==> config.mk <==
export PLATFORM = sky130hd
export DESIGN_NAME = bin_coder_top
export DESIGN_NICKNAME = d
export VERILOG_FILES = /design/src/design/ctx_mem_pkg.sv /design/src/design/coder_types_pkg.sv /design/src/design/ctx_mem_if.sv /design/src/design/bin_coder_top.sv /design/src/design/range_encoder.sv /design/src/design/ctx_host_port.sv /design/src/design/ctx_modeler.sv /design/src/design/ctx_store.sv
export VERILOG_INCLUDE_DIRS = /design/src /design/src/design
export SDC_FILE = /design/constraint.sdc
export NUM_CORES = 2
export LEC_CHECK = 0
export BUFFER_PORTS_ARGS = -buffer_cell sky130_fd_sc_hd__buf_2
export CAP_MARGIN = 25
export CORE_MARGIN = 2
export CORE_UTILIZATION = 35
export DETAILED_ROUTE_END_ITERATION = 6
export GPL_ROUTABILITY_DRIVEN = 0
export PLACE_DENSITY = 0.54
export RECOVER_POWER = 50
export SETUP_SLACK_MARGIN = 0.2
export SYNTH_ARGS = -nofsm -noshare
export SYNTH_HDL_FRONTEND = slang
export SYNTH_SLANG_ARGS = --single-unit
==> constraint.sdc <==
create_clock -name clk -period 25.9 [get_ports clk]
set_input_delay 2.59 -clock clk [delete_from_list [all_inputs] [get_ports clk]]
set_output_delay 2.59 -clock clk [all_outputs]
set_load 0.02 [all_outputs]
==> src/design/bin_coder_consts.svh <==
`ifndef BIN_CODER_CONSTS_SVH
`define BIN_CODER_CONSTS_SVH

// probability of a one, in units of 1/4096
`define PROB_BITS 12

// context table geometry
`define CTX_COUNT 64
`define CTX_BITS 6

// coder datapath widths
`define WORD_BITS 32 // low and range
`define BYTE_BITS 8  // one coded output byte

`define RENORM_MIN 32'h0100_0000 // range below this emits a byte
`define ADAPT_SHIFT 5            // adaptation rate, larger is slower

`define PROB_MIN 12'd32   // lowest adapted probability
`define PROB_MAX 12'd4064 // highest adapted probability

`endif
==> src/design/ctx_mem_pkg.sv <==
`default_nettype none

`include "bin_coder_consts.svh"

package ctx_mem_pkg;

  typedef logic [`CTX_BITS-1:0]  mem_addr_t; // one word per context
  typedef logic [`PROB_BITS-1:0] mem_data_t; // stored probability

  // who owns the memory port this cycle
  typedef enum logic [1:0] {
    GNT_NONE     = 2'd0,
    GNT_MODELER  = 2'd1, // wins every tie
    GNT_HOST     = 2'd2
  } grant_t;

endpackage

`default_nettype wire

==> src/design/coder_types_pkg.sv <==
`default_nettype none

`include "bin_coder_consts.svh"

package coder_types_pkg;

  typedef logic [`PROB_BITS-1:0] prob_t;       // p(one) * 4096
  typedef logic [`CTX_BITS-1:0]  ctx_idx_t;    // context number
  typedef logic [`BYTE_BITS-1:0] byte_t;       // coded output byte
  typedef logic [`WORD_BITS-1:0] coder_word_t; // low / range

  // modeler walks one bin at a time through these
  typedef enum logic [2:0] {
    MDL_IDLE  = 3'd0, // waiting for a bin
    MDL_READ  = 3'd1, // read request out
    MDL_WAIT  = 3'd2, // read granted, data next cycle
    MDL_WRITE = 3'd3, // adapted value going back
    MDL_SEND  = 3'd4  // offering sym + prob to the encoder
  } modeler_state_t;

  typedef enum logic {
    ENC_IDLE   = 1'b0, // ready for a symbol
    ENC_RENORM = 1'b1  // shifting out bytes
  } encoder_state_t;

endpackage

`default_nettype wire

==> src/design/ctx_mem_if.sv <==
`timescale 1ns/1ps
`default_nettype none

// one requester's path into the shared context memory
interface ctx_mem_if;

  logic                  req;    // held until gnt
  logic                  we;     // 1 write, 0 read
  ctx_mem_pkg::mem_addr_t addr;
  ctx_mem_pkg::mem_data_t wdata;
  logic                  gnt;    // request taken this cycle
  ctx_mem_pkg::mem_data_t rdata; // good while rvalid
  logic                  rvalid; // one cycle after a read gnt

  modport requester (
    output req, we, addr, wdata,
    input  gnt, rdata, rvalid
  );

  modport store (
    input  req, we, addr, wdata,
    output gnt, rdata, rvalid
  );

endinterface

`default_nettype wire

==> src/design/bin_coder_top.sv <==
`timescale 1ns/1ps
`default_nettype none

module bin_coder_top (
  input  logic                      clk,
  input  logic                      rst_n,
  // bins in
  input  logic                      bin_valid,
  output logic                      bin_ready,
  input  logic                      bin_sym,
  input  coder_types_pkg::ctx_idx_t bin_ctx,
  // host context access
  input  logic                      host_valid,
  output logic                      host_ready,
  input  logic                      host_write,
  input  coder_types_pkg::ctx_idx_t host_ctx,
  input  coder_types_pkg::prob_t    host_wprob,
  output logic                      host_rvalid,
  output coder_types_pkg::prob_t    host_rprob,
  // coded bytes out
  output coder_types_pkg::byte_t    out_byte,
  output logic                      out_valid,
  input  logic                      out_ready
);

  ctx_mem_if mdl_bus ();
  ctx_mem_if host_bus ();

  logic                   enc_valid;
  logic                   enc_ready;
  logic                   enc_sym;
  coder_types_pkg::prob_t enc_prob;

  ctx_store u_store (
    .clk   (clk),
    .rst_n (rst_n),
    .mdl   (mdl_bus),
    .host  (host_bus)
  );

  ctx_modeler u_modeler (
    .clk       (clk),
    .rst_n     (rst_n),
    .bin_valid (bin_valid),
    .bin_sym   (bin_sym),
    .bin_ctx   (bin_ctx),
    .bin_ready (bin_ready),
    .mem       (mdl_bus),
    .enc_valid (enc_valid),
    .enc_sym   (enc_sym),
    .enc_prob  (enc_prob),
    .enc_ready (enc_ready)
  );

  ctx_host_port u_host (
    .clk         (clk),
    .rst_n       (rst_n),
    .host_valid  (host_valid),
    .host_write  (host_write),
    .host_ctx    (host_ctx),
    .host_wprob  (host_wprob),
    .host_ready  (host_ready),
    .host_rvalid (host_rvalid),
    .host_rprob  (host_rprob),
    .mem         (host_bus)
  );

  range_encoder u_encoder (
    .clk       (clk),
    .rst_n     (rst_n),
    .in_valid  (enc_valid),
    .in_sym    (enc_sym),
    .in_prob   (enc_prob),
    .in_ready  (enc_ready),
    .out_byte  (out_byte),
    .out_valid (out_valid),
    .out_ready (out_ready)
  );

endmodule

`default_nettype wire

==> src/design/range_encoder.sv <==
`timescale 1ns/1ps
`default_nettype none

`include "bin_coder_consts.svh"

module range_encoder (
  input  logic                   clk,
  input  logic                   rst_n,
  input  logic                   in_valid,
  input  logic                   in_sym,
  input  coder_types_pkg::prob_t in_prob,
  output logic                   in_ready,
  output coder_types_pkg::byte_t out_byte,
  output logic                   out_valid,
  input  logic                   out_ready
);

  coder_types_pkg::encoder_state_t state_q;
  coder_types_pkg::coder_word_t    low_q;
  coder_types_pkg::coder_word_t    range_q;

  logic [`WORD_BITS+`PROB_BITS-1:0] prod; // full range * p
  coder_types_pkg::coder_word_t     split;
  logic                             need_byte; // range too small
  logic                             slot_free; // output register can load

  // split = (range * p) >> 12, both operands widened first
  assign prod  = {{`PROB_BITS{1'b0}}, range_q} * {{`WORD_BITS{1'b0}}, in_prob};
  assign split = prod[`WORD_BITS+`PROB_BITS-1:`PROB_BITS];

  assign need_byte = (range_q < `RENORM_MIN);
  assign slot_free = !out_valid || out_ready; // empty, or current byte leaves now

  always_ff @(posedge clk or negedge rst_n) begin
    if (!rst_n) begin
      state_q   <= coder_types_pkg::ENC_IDLE;
      low_q     <= '0;
      range_q   <= '1; // full interval
      out_valid <= 1'b0;
    end else begin
      if (out_valid && out_ready) out_valid <= 1'b0; // byte taken

      case (state_q)
        coder_types_pkg::ENC_IDLE: begin
          if (in_valid) begin
            if (in_sym) begin
              low_q   <= low_q + (range_q - split); // carry out is dropped
              range_q <= split;
            end else begin
              range_q <= range_q - split;
            end
            state_q <= coder_types_pkg::ENC_RENORM;
          end
        end

        coder_types_pkg::ENC_RENORM: begin
          if (!need_byte) begin
            state_q <= coder_types_pkg::ENC_IDLE; // interval wide enough again
          end else if (slot_free) begin
            out_valid <= 1'b1;
            low_q     <= low_q << 8;
            range_q   <= range_q << 8;
          end
          // otherwise sit here with the byte held
        end

        default: state_q <= coder_types_pkg::ENC_IDLE;
      endcase
    end
  end

  // byte payload, only loaded as a step shifts it out
  always_ff @(posedge clk) begin
    if (state_q == coder_types_pkg::ENC_RENORM && need_byte && slot_free) begin
      out_byte <= low_q[`WORD_BITS-1:`WORD_BITS-`BYTE_BITS]; // top byte of low
    end
  end

  // taking a new symbol only while idle keeps bytes in order
  assign in_ready = (state_q == coder_types_pkg::ENC_IDLE);

endmodule

`default_nettype wire

==> src/design/ctx_host_port.sv <==
`timescale 1ns/1ps
`default_nettype none

module ctx_host_port (
  input  logic                      clk,
  input  logic                      rst_n,
  input  logic                      host_valid,
  input  logic                      host_write,
  input  coder_types_pkg::ctx_idx_t host_ctx,
  input  coder_types_pkg::prob_t    host_wprob,
  output logic                      host_ready,
  output logic                      host_rvalid,
  output coder_types_pkg::prob_t    host_rprob,
  ctx_mem_if.requester              mem
);

  logic                      req_q;   // memory request pending
  logic                      wait_q;  // read granted, data due
  logic                      write_q; // captured request
  coder_types_pkg::ctx_idx_t ctx_q;
  coder_types_pkg::prob_t    wprob_q;

  always_ff @(posedge clk or negedge rst_n) begin
    if (!rst_n) begin
      req_q       <= 1'b0;
      wait_q      <= 1'b0;
      host_rvalid <= 1'b0;
    end else begin
      host_rvalid <= mem.rvalid; // single pulse per read
      if (host_valid && host_ready) req_q <= 1'b1;
      else if (mem.gnt) begin
        req_q  <= 1'b0;
        wait_q <= !write_q; // writes finish at the grant
      end
      if (mem.rvalid) wait_q <= 1'b0;
    end
  end

  always_ff @(posedge clk) begin
    if (host_valid && host_ready) begin
      write_q <= host_write;
      ctx_q   <= host_ctx;
      wprob_q <= host_wprob;
    end
    if (mem.rvalid) host_rprob <= mem.rdata;
  end

  assign host_ready = !(req_q || wait_q);

  assign mem.req   = req_q;
  assign mem.we    = write_q;
  assign mem.addr  = ctx_q;
  assign mem.wdata = wprob_q;

endmodule

`default_nettype wire

==> src/design/ctx_modeler.sv <==
`timescale 1ns/1ps
`default_nettype none

`include "bin_coder_consts.svh"

module ctx_modeler (
  input  logic                      clk,
  input  logic                      rst_n,
  input  logic                      bin_valid,
  input  logic                      bin_sym,
  input  coder_types_pkg::ctx_idx_t bin_ctx,
  output logic                      bin_ready,
  ctx_mem_if.requester              mem,
  output logic                      enc_valid,
  output logic                      enc_sym,
  output coder_types_pkg::prob_t    enc_prob,
  input  logic                      enc_ready
);

  // one extra bit so 4096 - p fits
  localparam logic [`PROB_BITS:0] PROB_ONE = 1 << `PROB_BITS;

  coder_types_pkg::modeler_state_t state_q;
  logic                      sym_q;   // latched bin
  coder_types_pkg::ctx_idx_t ctx_q;
  coder_types_pkg::prob_t    prob_q;  // value as looked up
  coder_types_pkg::prob_t    adapt_q; // value to write back

  logic [`PROB_BITS:0] p_ext;
  logic [`PROB_BITS:0] p_up;   // after a one
  logic [`PROB_BITS:0] p_dn;   // after a zero
  logic [`PROB_BITS:0] p_next; // before clamping
  coder_types_pkg::prob_t p_clamped;

  // adapt straight off the read data so it can be stored with it
  always_comb begin
    p_ext  = {1'b0, mem.rdata};
    p_up   = p_ext + ((PROB_ONE - p_ext) >> `ADAPT_SHIFT);
    p_dn   = p_ext - (p_ext >> `ADAPT_SHIFT);
    p_next = sym_q ? p_up : p_dn;
    if (p_next < {1'b0, `PROB_MIN}) p_clamped = `PROB_MIN;
    else if (p_next > {1'b0, `PROB_MAX}) p_clamped = `PROB_MAX;
    else p_clamped = p_next[`PROB_BITS-1:0];
  end

  always_ff @(posedge clk or negedge rst_n) begin
    if (!rst_n) begin
      state_q <= coder_types_pkg::MDL_IDLE;
    end else begin
      case (state_q)
        coder_types_pkg::MDL_IDLE:
          if (bin_valid) state_q <= coder_types_pkg::MDL_READ;
        coder_types_pkg::MDL_READ:
          if (mem.gnt) state_q <= coder_types_pkg::MDL_WAIT; // may lose to nobody, host waits
        coder_types_pkg::MDL_WAIT:
          if (mem.rvalid) state_q <= coder_types_pkg::MDL_WRITE;
        coder_types_pkg::MDL_WRITE:
          if (mem.gnt) state_q <= coder_types_pkg::MDL_SEND;
        coder_types_pkg::MDL_SEND:
          if (enc_ready) state_q <= coder_types_pkg::MDL_IDLE;
        default: state_q <= coder_types_pkg::MDL_IDLE;
      endcase
    end
  end

  // bin and probability payload
  always_ff @(posedge clk) begin
    if (bin_valid && bin_ready) begin
      sym_q <= bin_sym;
      ctx_q <= bin_ctx;
    end
    if (state_q == coder_types_pkg::MDL_WAIT && mem.rvalid) begin
      prob_q  <= mem.rdata; // encoder codes with the old value
      adapt_q <= p_clamped;
    end
  end

  assign bin_ready = (state_q == coder_types_pkg::MDL_IDLE); // one bin in flight

  assign mem.req   = (state_q == coder_types_pkg::MDL_READ) ||
                     (state_q == coder_types_pkg::MDL_WRITE);
  assign mem.we    = (state_q == coder_types_pkg::MDL_WRITE);
  assign mem.addr  = ctx_q;
  assign mem.wdata = adapt_q;

  assign enc_valid = (state_q == coder_types_pkg::MDL_SEND);
  assign enc_sym   = sym_q;
  assign enc_prob  = prob_q;

endmodule

`default_nettype wire

==> src/design/ctx_store.sv <==
`timescale 1ns/1ps
`default_nettype none

`include "bin_coder_consts.svh"

module ctx_store (
  input  logic         clk,
  input  logic         rst_n,
  ctx_mem_if.store     mdl,  // higher priority
  ctx_mem_if.store     host
);

  ctx_mem_pkg::mem_data_t mem [`CTX_COUNT]; // contents undefined until loaded

  ctx_mem_pkg::grant_t    sel;     // winner this cycle
  ctx_mem_pkg::grant_t    owner_q; // read owner of last cycle
  logic                   sel_we;
  ctx_mem_pkg::mem_addr_t sel_addr;
  ctx_mem_pkg::mem_data_t sel_wdata;
  ctx_mem_pkg::mem_data_t rdata_q;

  // fixed priority, modeler first
  always_comb begin
    if (mdl.req) sel = ctx_mem_pkg::GNT_MODELER;
    else if (host.req) sel = ctx_mem_pkg::GNT_HOST;
    else sel = ctx_mem_pkg::GNT_NONE;
  end

  // steer the winner onto the single memory port
  always_comb begin
    case (sel)
      ctx_mem_pkg::GNT_MODELER: begin
        sel_we    = mdl.we;
        sel_addr  = mdl.addr;
        sel_wdata = mdl.wdata;
      end
      ctx_mem_pkg::GNT_HOST: begin
        sel_we    = host.we;
        sel_addr  = host.addr;
        sel_wdata = host.wdata;
      end
      default: begin
        sel_we    = 1'b0; // idle port never writes
        sel_addr  = mdl.addr;
        sel_wdata = mdl.wdata;
      end
    endcase
  end

  assign mdl.gnt  = (sel == ctx_mem_pkg::GNT_MODELER);
  assign host.gnt = (sel == ctx_mem_pkg::GNT_HOST);

  always_ff @(posedge clk) begin
    if (sel != ctx_mem_pkg::GNT_NONE) begin
      if (sel_we) mem[sel_addr] <= sel_wdata; // write lands at the gnt edge
      else rdata_q <= mem[sel_addr];
    end
  end

  // remember who gets the read data next cycle
  always_ff @(posedge clk or negedge rst_n) begin
    if (!rst_n) begin
      owner_q <= ctx_mem_pkg::GNT_NONE;
    end else begin
      owner_q <= sel_we ? ctx_mem_pkg::GNT_NONE : sel;
    end
  end

  assign mdl.rdata   = rdata_q; // shared, rvalid tells who it is for
  assign host.rdata  = rdata_q;
  assign mdl.rvalid  = (owner_q == ctx_mem_pkg::GNT_MODELER);
  assign host.rvalid = (owner_q == ctx_mem_pkg::GNT_HOST);

endmodule

`default_nettype wire

-- Word-level counts from Yosys, hierarchy flattened
Memory sizes are Yosys's and may differ from the RTL's. A register that Yosys moved wholly into a read port is not among the register bits.
Cells that the tools add are included.
- output and inout bits: 24
- word-level logic and storage cells: 110
- RAM bits: 768
- memories kept: 1
- flip-flop bits (word level): 144
- input port bits: 31
- bitwise gates (word level): 2
- reductions and logical operators: 22
- multipliers: 1
- $add $sub $neg: 5
- muxes and demuxes: 39
- eq/ne operators: 18
- $lt $le $gt $ge: 3
- memory list (name ; depth ; bits a word ; read ports ; clocked after Yosys merged registers in ; write ports ; line ; text):
    u_store.mem ; 64 ; 12 ; 1 ; 1 ; 1 ; ctx_store.sv:13 ; ctx_mem_pkg::mem_data_t mem [`CTX_COUNT];
- operator list (kind ; number):
    2-to-1 mux 32 bit ; 8
    case mux 32 bit (2 select lines) ; 2
    multiplier 32 x 12 -> 44 bit ; 1
    adder 32 bit ; 1
    less-than comparator 32 x 25 -> 1 bit, second input constant ; 1
    subtractor 32 bit ; 1
    2-to-1 mux 12 bit ; 2
    2-to-1 mux 3 bit ; 5
    case mux 3 bit (5 select lines) ; 1
    2-to-1 mux 1 bit ; 14
    != test 2 bit, second input constant ; 7
    adder 12 x 8 -> 13 bit ; 1
    > comparator 13 x 12 -> 1 bit, second input constant ; 1
    less-than comparator 13 x 6 -> 1 bit, second input constant ; 1
    2-to-1 mux 13 bit ; 1
    subtractor 12 x 7 -> 13 bit ; 1
    subtractor 13 x 12 -> 13 bit, first input constant ; 1
    equality test 3 x 2 -> 1 bit, second input constant ; 2
    logical AND 1 bit ; 6
    2-to-1 mux 2 bit ; 3
    2-to-1 mux 6 bit ; 1
    != test 2 x 1 -> 1 bit, second input constant ; 3
    nonzero test 2 bit ; 3
    AND reduction 5 bit ; 1
    13 further kinds ; 22

-- Logic depth before layout (Yosys ltp)
- word-level depth: 8
- depth in mapped cells: 46
- gate-level depth less buffers: 45

-- Modules after synthesis
Synthesis repeated with hierarchy kept, for this count alone.
- cells, all modules: 4633
- area total of the unflattened synthesis: 52865.7 um^2
- modules (own cells, without submodules) (module ; cells each ; sequential area each (um^2) ; area each (um^2) ; times used):
    ctx_store ; 2190 ; 23472.5 ; 31555.3 ; 1
    range_encoder ; 2221 ; 1931.9 ; 18195.0 ; 1
    ctx_modeler ; 181 ; 1006.0 ; 2060.7 ; 1
    ctx_host_port ; 41 ; 1006.0 ; 1054.8 ; 1

-- Worst setup path after synthesis
Ideal clock, no wire load.
- path kind: register -> register
- start point: register u_encoder.range_q[8]
- end point: register u_encoder.low_q[31]
- setup slack: 15.881 ns
- path buffers: 2
- required time: 25.773 ns
- stages on the path, launching flop included: 44
- arrival time: 9.893 ns
- period minus slack after synthesis: 10.019 ns
- setup time: 0.127 ns
- path through: dfstp_2 -> clkbuf_1 -> buf_1 -> nand2_1 -> fa_1 -> fa_1 -> inv_1 -> fa_1 -> fa_1 -> inv_1 -> fa_1 -> inv_1 -> ha_1 -> a21o_1 -> o311a_4 -> and2_4 -> o21ai_0 -> nand2b_1 -> (+8 left out) -> a31oi_1 -> o221ai_1 -> nand3_1 -> a31oi_1 -> xor2_1 -> ha_1 -> and2_1 -> and3_1 -> a22oi_1 -> o211ai_1 -> and2_1 -> a41o_1 -> a31oi_1 -> o21ai_0 -> a31oi_1 -> xnor2_1 -> xnor2_1 -> o21ai_1
- longest elaborated chain between the ends: 6
- elaborated cells on any way between the ends: 9
- those cells by class: add/sub: 2; mul: 1; order compare: 1; eq/ne: 1; mux: 3; reduce/logical: 1
- RTL lines (what ; line ; text):
    start: declaration ; range_encoder.sv:20 ; coder_types_pkg::coder_word_t range_q;
    start signal: assignment ; range_encoder.sv:48 ; range_q <= split;
    start signal: assignment ; range_encoder.sv:50 ; range_q <= range_q - split;
    start signal: assignment ; range_encoder.sv:62 ; range_q <= range_q << 8;
    multiplier 32 x 12 -> 44 bit ; range_encoder.sv:28 ; assign prod = {{`PROB_BITS{1'b0}}, range_q} * {{`WORD_BITS{1'b0}}, in_prob};
    subtractor 32 bit ; range_encoder.sv:47 ; low_q <= low_q + (range_q - split);
    adder 32 bit ; range_encoder.sv:47 ;
    2-to-1 mux 32 bit ; range_encoder.sv:46 ; if (in_sym) begin
    2-to-1 mux 32 bit ; range_encoder.sv:45 ; if (in_valid) begin
    case mux 32 bit (2 select lines) ; range_encoder.sv:43 ; case (state_q)
    end signal: assignment ; range_encoder.sv:47 ;
    end signal: assignment ; range_encoder.sv:61 ; low_q <= low_q << 8;
    end: declaration ; range_encoder.sv:19 ; coder_types_pkg::coder_word_t low_q;
Parallel ways exist; a longest one is shown, timed or not. The select of a mux whose other input is x is not followed.
A chain may end at the register's enable or synchronous reset.

-- Worst setup path after layout
- start point: register u_modeler.prob_q[6], in the netlist u_modeler.enc_prob[6]
- end point: register u_encoder.low_q[29]
- longest elaborated chain between the ends: 6
- RTL lines (what ; line ; text):
    start: declaration ; ctx_modeler.sv:26 ; coder_types_pkg::prob_t prob_q;
    start signal: assignment ; ctx_modeler.sv:73 ; prob_q <= mem.rdata;
    multiplier 32 x 12 -> 44 bit ; range_encoder.sv:28 ;
    subtractor 32 bit ; range_encoder.sv:47 ;
    adder 32 bit ; range_encoder.sv:47 ;
    2-to-1 mux 32 bit ; range_encoder.sv:46 ;
    2-to-1 mux 32 bit ; range_encoder.sv:45 ;
    case mux 32 bit (2 select lines) ; range_encoder.sv:43 ;
Every way passes these cells. The select of a mux whose other input is x is not followed.

==> summary.md <==
| Metric | Value |
|---|---|
| R2R Path End | `u_encoder.low_q[29]$_DFFE_PN0P_` |
| Site Rows | `138` |
| EDFF count, synth | `850` |
| Mux contribution to synthesized area | `0.00619` |
| Register area share after synthesis | `0.547` |
| HPWL Detailed | `93600 um` |
| Core Box Area | `142000 um^2` |
| Ant. Diodes | `0` |
| Primary FF master, synth | `edfxtp_1` |
| Vias in the first global route | `33600` |
| R2r startpoint | `u_modeler.enc_prob[6]$_DFFE_PP_` |
| Outcome | `complete, but fails checks` |
| Vias per cell | `5.46` |
| Hold path start | `u_encoder.low_q[26]$_DFFE_PN0P_` |
| Die H | `382 um` |
| Placement Setup Slack | `15150 ps` |
| Synthesis warning total | `0` |
| Pin count of the biggest net entering global routing | `73` |
| Fraction of the mapped netlist area in simple logic gates | `0.0909` |
| Synth Instances | `4026` |
| CP Class | `register to register` |
| Post-Synth Adder-Cell Area | `0.158` |
| Depth of the worst register-to-register path | `43` |
| Library cells used by synthesis | `99` |
| Final net count | `4546` |
| CP Launch Type | `register` |
| Area delta synth->final | `11.8%` |
| Crit end category | `register` |
| Final worst setup slack | `15040 ps` |
| Buffers on Ports | `54` |
| CTS Buffer Depth | `3` |
| RSZ-0062 raised after global routing | `no` |
| Initial antenna violation count | `4` |
| GR Overflow Total | `0` |
| Worst path most repeated cell | `fa_1` |
| Rel. slew slack | `-1.49` |
| Routed wire per std cell | `24.4 um` |
| Hold Path Sink | `u_encoder.out_byte[2]$_DFFE_PP_` |
| Minimum clock period | `10860 ps` |
| Post-CTS resize count | `0` |
| # IOs | `55` |
| Period utilization | `0.419` |
| CP max FO | `23` |
| Total routed wirelength | `147000 um` |
| Hold/Removal Path Class | `register to register` |
| Hold_buf cts | `0` |
| Critical path arrival | `11390 ps` |
| Post-Synth XOR/XNOR Area | `0.0219` |
| Final hold vios | `0` |
| Initial core utilization | `0.353` |
| Die width | `382 um` |
| Final Setup Violations | `0` |
| Die area | `146000 um^2` |
| Flops & latches, synth | `924` |
| Share of layout cells above drive strength 1 | `0.100` |
| Syn avg cell area | `12.4 um^2` |
| DR iter-0 viols | `3303` |
| CTS buffer count | `100` |
| R2R setup slack | `15040 ps` |
| Drt pass-1 iters | `5` |
| Slowest-stage cell, CP | `edfxtp_1` |
| Final Slew Violations | `883` |
| Sink Count | `924` |
| H-tree Lvls | `3` |
| Worst-margin pin slew | `3740 ps` |
| Synth async-reset ratio | `0.0801` |
| Max cap viols | `15` |
| Reg clk slew, reported paths | `80 ps` |
| Max incr delay on CP | `560 ps` |
| TritonCTS clock tree | `yes` |
| First-pass GRT wire length | `222000 um` |
| Final core occ | `0.395` |
| FMAX | `0.0921 GHz` |
| Vias | `33000` |
| GRT Resource Usage Total | `0.202` |
| Clk_lat worst skew | `760 ps` |
| Post-Syn Area | `50100 um^2` |
| Clk_skew | `90.8 ps` |
| Compound-Gate Fraction of Synth Area | `0.129` |
| DRC viols | `0` |
| Failing checks | `max-capacitance violations, max-slew violations` |
| Setup Buffers After CTS | `0` |
| CTS root buf | `clkbuf_16` |
| Hold depth | `0` |
| Post-synthesis net count | `4500` |
| Setup TNS | `0 ps` |
| Antenna viol nets, final | `0` |
| Critical Path RT | `26430 ps` |
| Main combinational cell family by area after synthesis | `adder cells` |
-- critical path, delay by kind of cell, from the launching register on --
kind / cells / cell delay [ps]
adder cells (fa/ha/maj): 8 / 3390
AND/OR/NAND/NOR: 12 / 2390
AO/OA/AOI/OAI: 16 / 3300
XOR/XNOR: 3 / 540
flip-flops: 1 / 560
buffers and inverters: 4 / 520
-- sequential cells by signal, indices dropped and copies added (netlist names), 2 cells and up --
signal / cells
u_encoder.low_q: 32
u_encoder.out_byte: 8
u_encoder.range_q: 32
u_host.host_rprob: 12
u_host.mem.addr: 6
u_host.mem.wdata: 12
u_modeler.enc_prob: 12
u_modeler.mem.addr: 6
u_modeler.mem.wdata: 12
u_modeler.state_q: 3
u_store.host.rdata: 12
u_store.mem: 768
u_store.owner_q: 2
-- logic make-up after synthesis --
kind of cell | count (synthesis)
AND/OR/NAND/NOR | 975
flip-flops | 924
AO/OA/AOI/OAI | 898
buffers and inverters | 626
adder cells (fa/ha/maj) | 453
XOR/XNOR | 121
multiplexers | 29
-- per-stage QoR --
stage	cell area [um^2]	instances	hold slack, ps
5_1_grt	56000	6046	520
3_3_place_gp	52900	5856	481
4_1_cts	56100	6045	501
3_5_place_dp	52900	5859	481
6_report	56000	6046	493
2_1_floorplan	50100	4026	443
-- placed cells by master (no fill, tap or decap), types with 16 or more instances in the layout --
master / synthesis / final
nand2b_1: 33 / 33
a31oi_1: 60 / 59
nor2_1: 179 / 172
buf_4: 0 / 105
edfxtp_1: 850 / 850
xnor2_1: 92 / 92
dfstp_2: 32 / 32
clkbuf_16: 0 / 100
fa_1: 302 / 302
nand2_1: 441 / 441
clkbuf_1: 196 / 53
a21o_1: 27 / 27
nand3_1: 46 / 46
nor3_1: 31 / 31
a221oi_1: 58 / 58
dfrtp_1: 42 / 41
or2_2: 16 / 16
a41oi_1: 21 / 21
ha_1: 141 / 141
o21ai_0: 121 / 117
nand4_1: 21 / 21
clkinv_1: 1 / 23
nor2b_1: 17 / 17
xor2_1: 25 / 25
a22oi_1: 231 / 231
a211oi_1: 16 / 16
a222oi_1: 30 / 30
buf_2: 6 / 53
and2_1: 120 / 110
inv_1: 388 / 388
a21oi_1: 135 / 134
o21bai_1: 19 / 19
a22o_1: 55 / 55
-- synth_stat cells (all sizes together), types with 7 or more instances --
library cell,n,area share
edfxtp,850,0.51
nand2,441,0.033
inv,389,0.029
fa,302,0.12
a22oi,231,0.035
clkbuf,196,0.015
nor2,180,0.014
ha,141,0.035
a21oi,135,0.013
o21ai,135,0.014
and2,126,0.016
xnor2,93,0.016
a221oi,62,0.012
a31oi,60,0.0075
a22o,55,0.0096
nand3,47,0.0048
dfrtp,42,0.021
buf,40,0.0034
nand2b,33,0.0041
dfstp,32,0.017
nor3,31,0.0031
a222oi,30,0.0060
a21o,27,0.0040
xor2,27,0.0050
nand4,22,0.0029
a41oi,21,0.0037
o21bai,20,0.0031
a211oi,19,0.0031
nor2b,17,0.0021
or2,17,0.0021
mux2,16,0.0036
and3,15,0.0020
mux2i,13,0.0026
o31ai,13,0.0023
o22ai,11,0.0014
maj3,10,0.0021
o21a,10,0.0015
or3,9,0.0011
a221o,8,0.0016
nor4,8,0.0010
or4,8,0.0013
o211ai,7,0.0010
-- routing by layer --
metal  vias up  wire, um  GRT usage
met5         -        13          0
met4         2      2980     0.0436
met3       180     11500     0.0351
met2      1162     68700      0.327
met1     17000     64000      0.283
li1      14600         -          -
-- worst max path at each step --
stage / start / to / cells after the start
6_report: u_modeler.enc_prob[6]$_DFFE_PP_ / u_encoder.low_q[29]$_DFFE_PN0P_ / 43
5_1_grt: u_modeler.enc_prob[6]$_DFFE_PP_ / u_encoder.low_q[29]$_DFFE_PN0P_ / 43
4_1_cts: u_modeler.enc_prob[6]$_DFFE_PP_ / u_encoder.low_q[31]$_DFFE_PN0P_ / 43
3_5_place_dp: u_modeler.enc_prob[6]$_DFFE_PP_ / u_encoder.low_q[31]$_DFFE_PN0P_ / 43
3_3_place_gp: u_modeler.enc_prob[6]$_DFFE_PP_ / u_encoder.low_q[31]$_DFFE_PN0P_ / 43
2_1_floorplan: u_encoder.range_q[8]$_DFFE_PN1P_ / u_encoder.low_q[31]$_DFFE_PN0P_ / 43
-- layout make-up --
cell class / count / area (um^2)
fill: 13400 / 85700
sequential: 924 / 27400
multi-input combinational: 2476 / 20400
clock buffer: 133 / 2640
tap: 1890 / 2360
inverter: 390 / 1460
timing repair buffer: 180 / 1140
clock inverter: 53 / 576
Power is left out: the tool's default activity adds up to more than one toggle a clock period on the data nets, which glitch-free logic cannot reach.
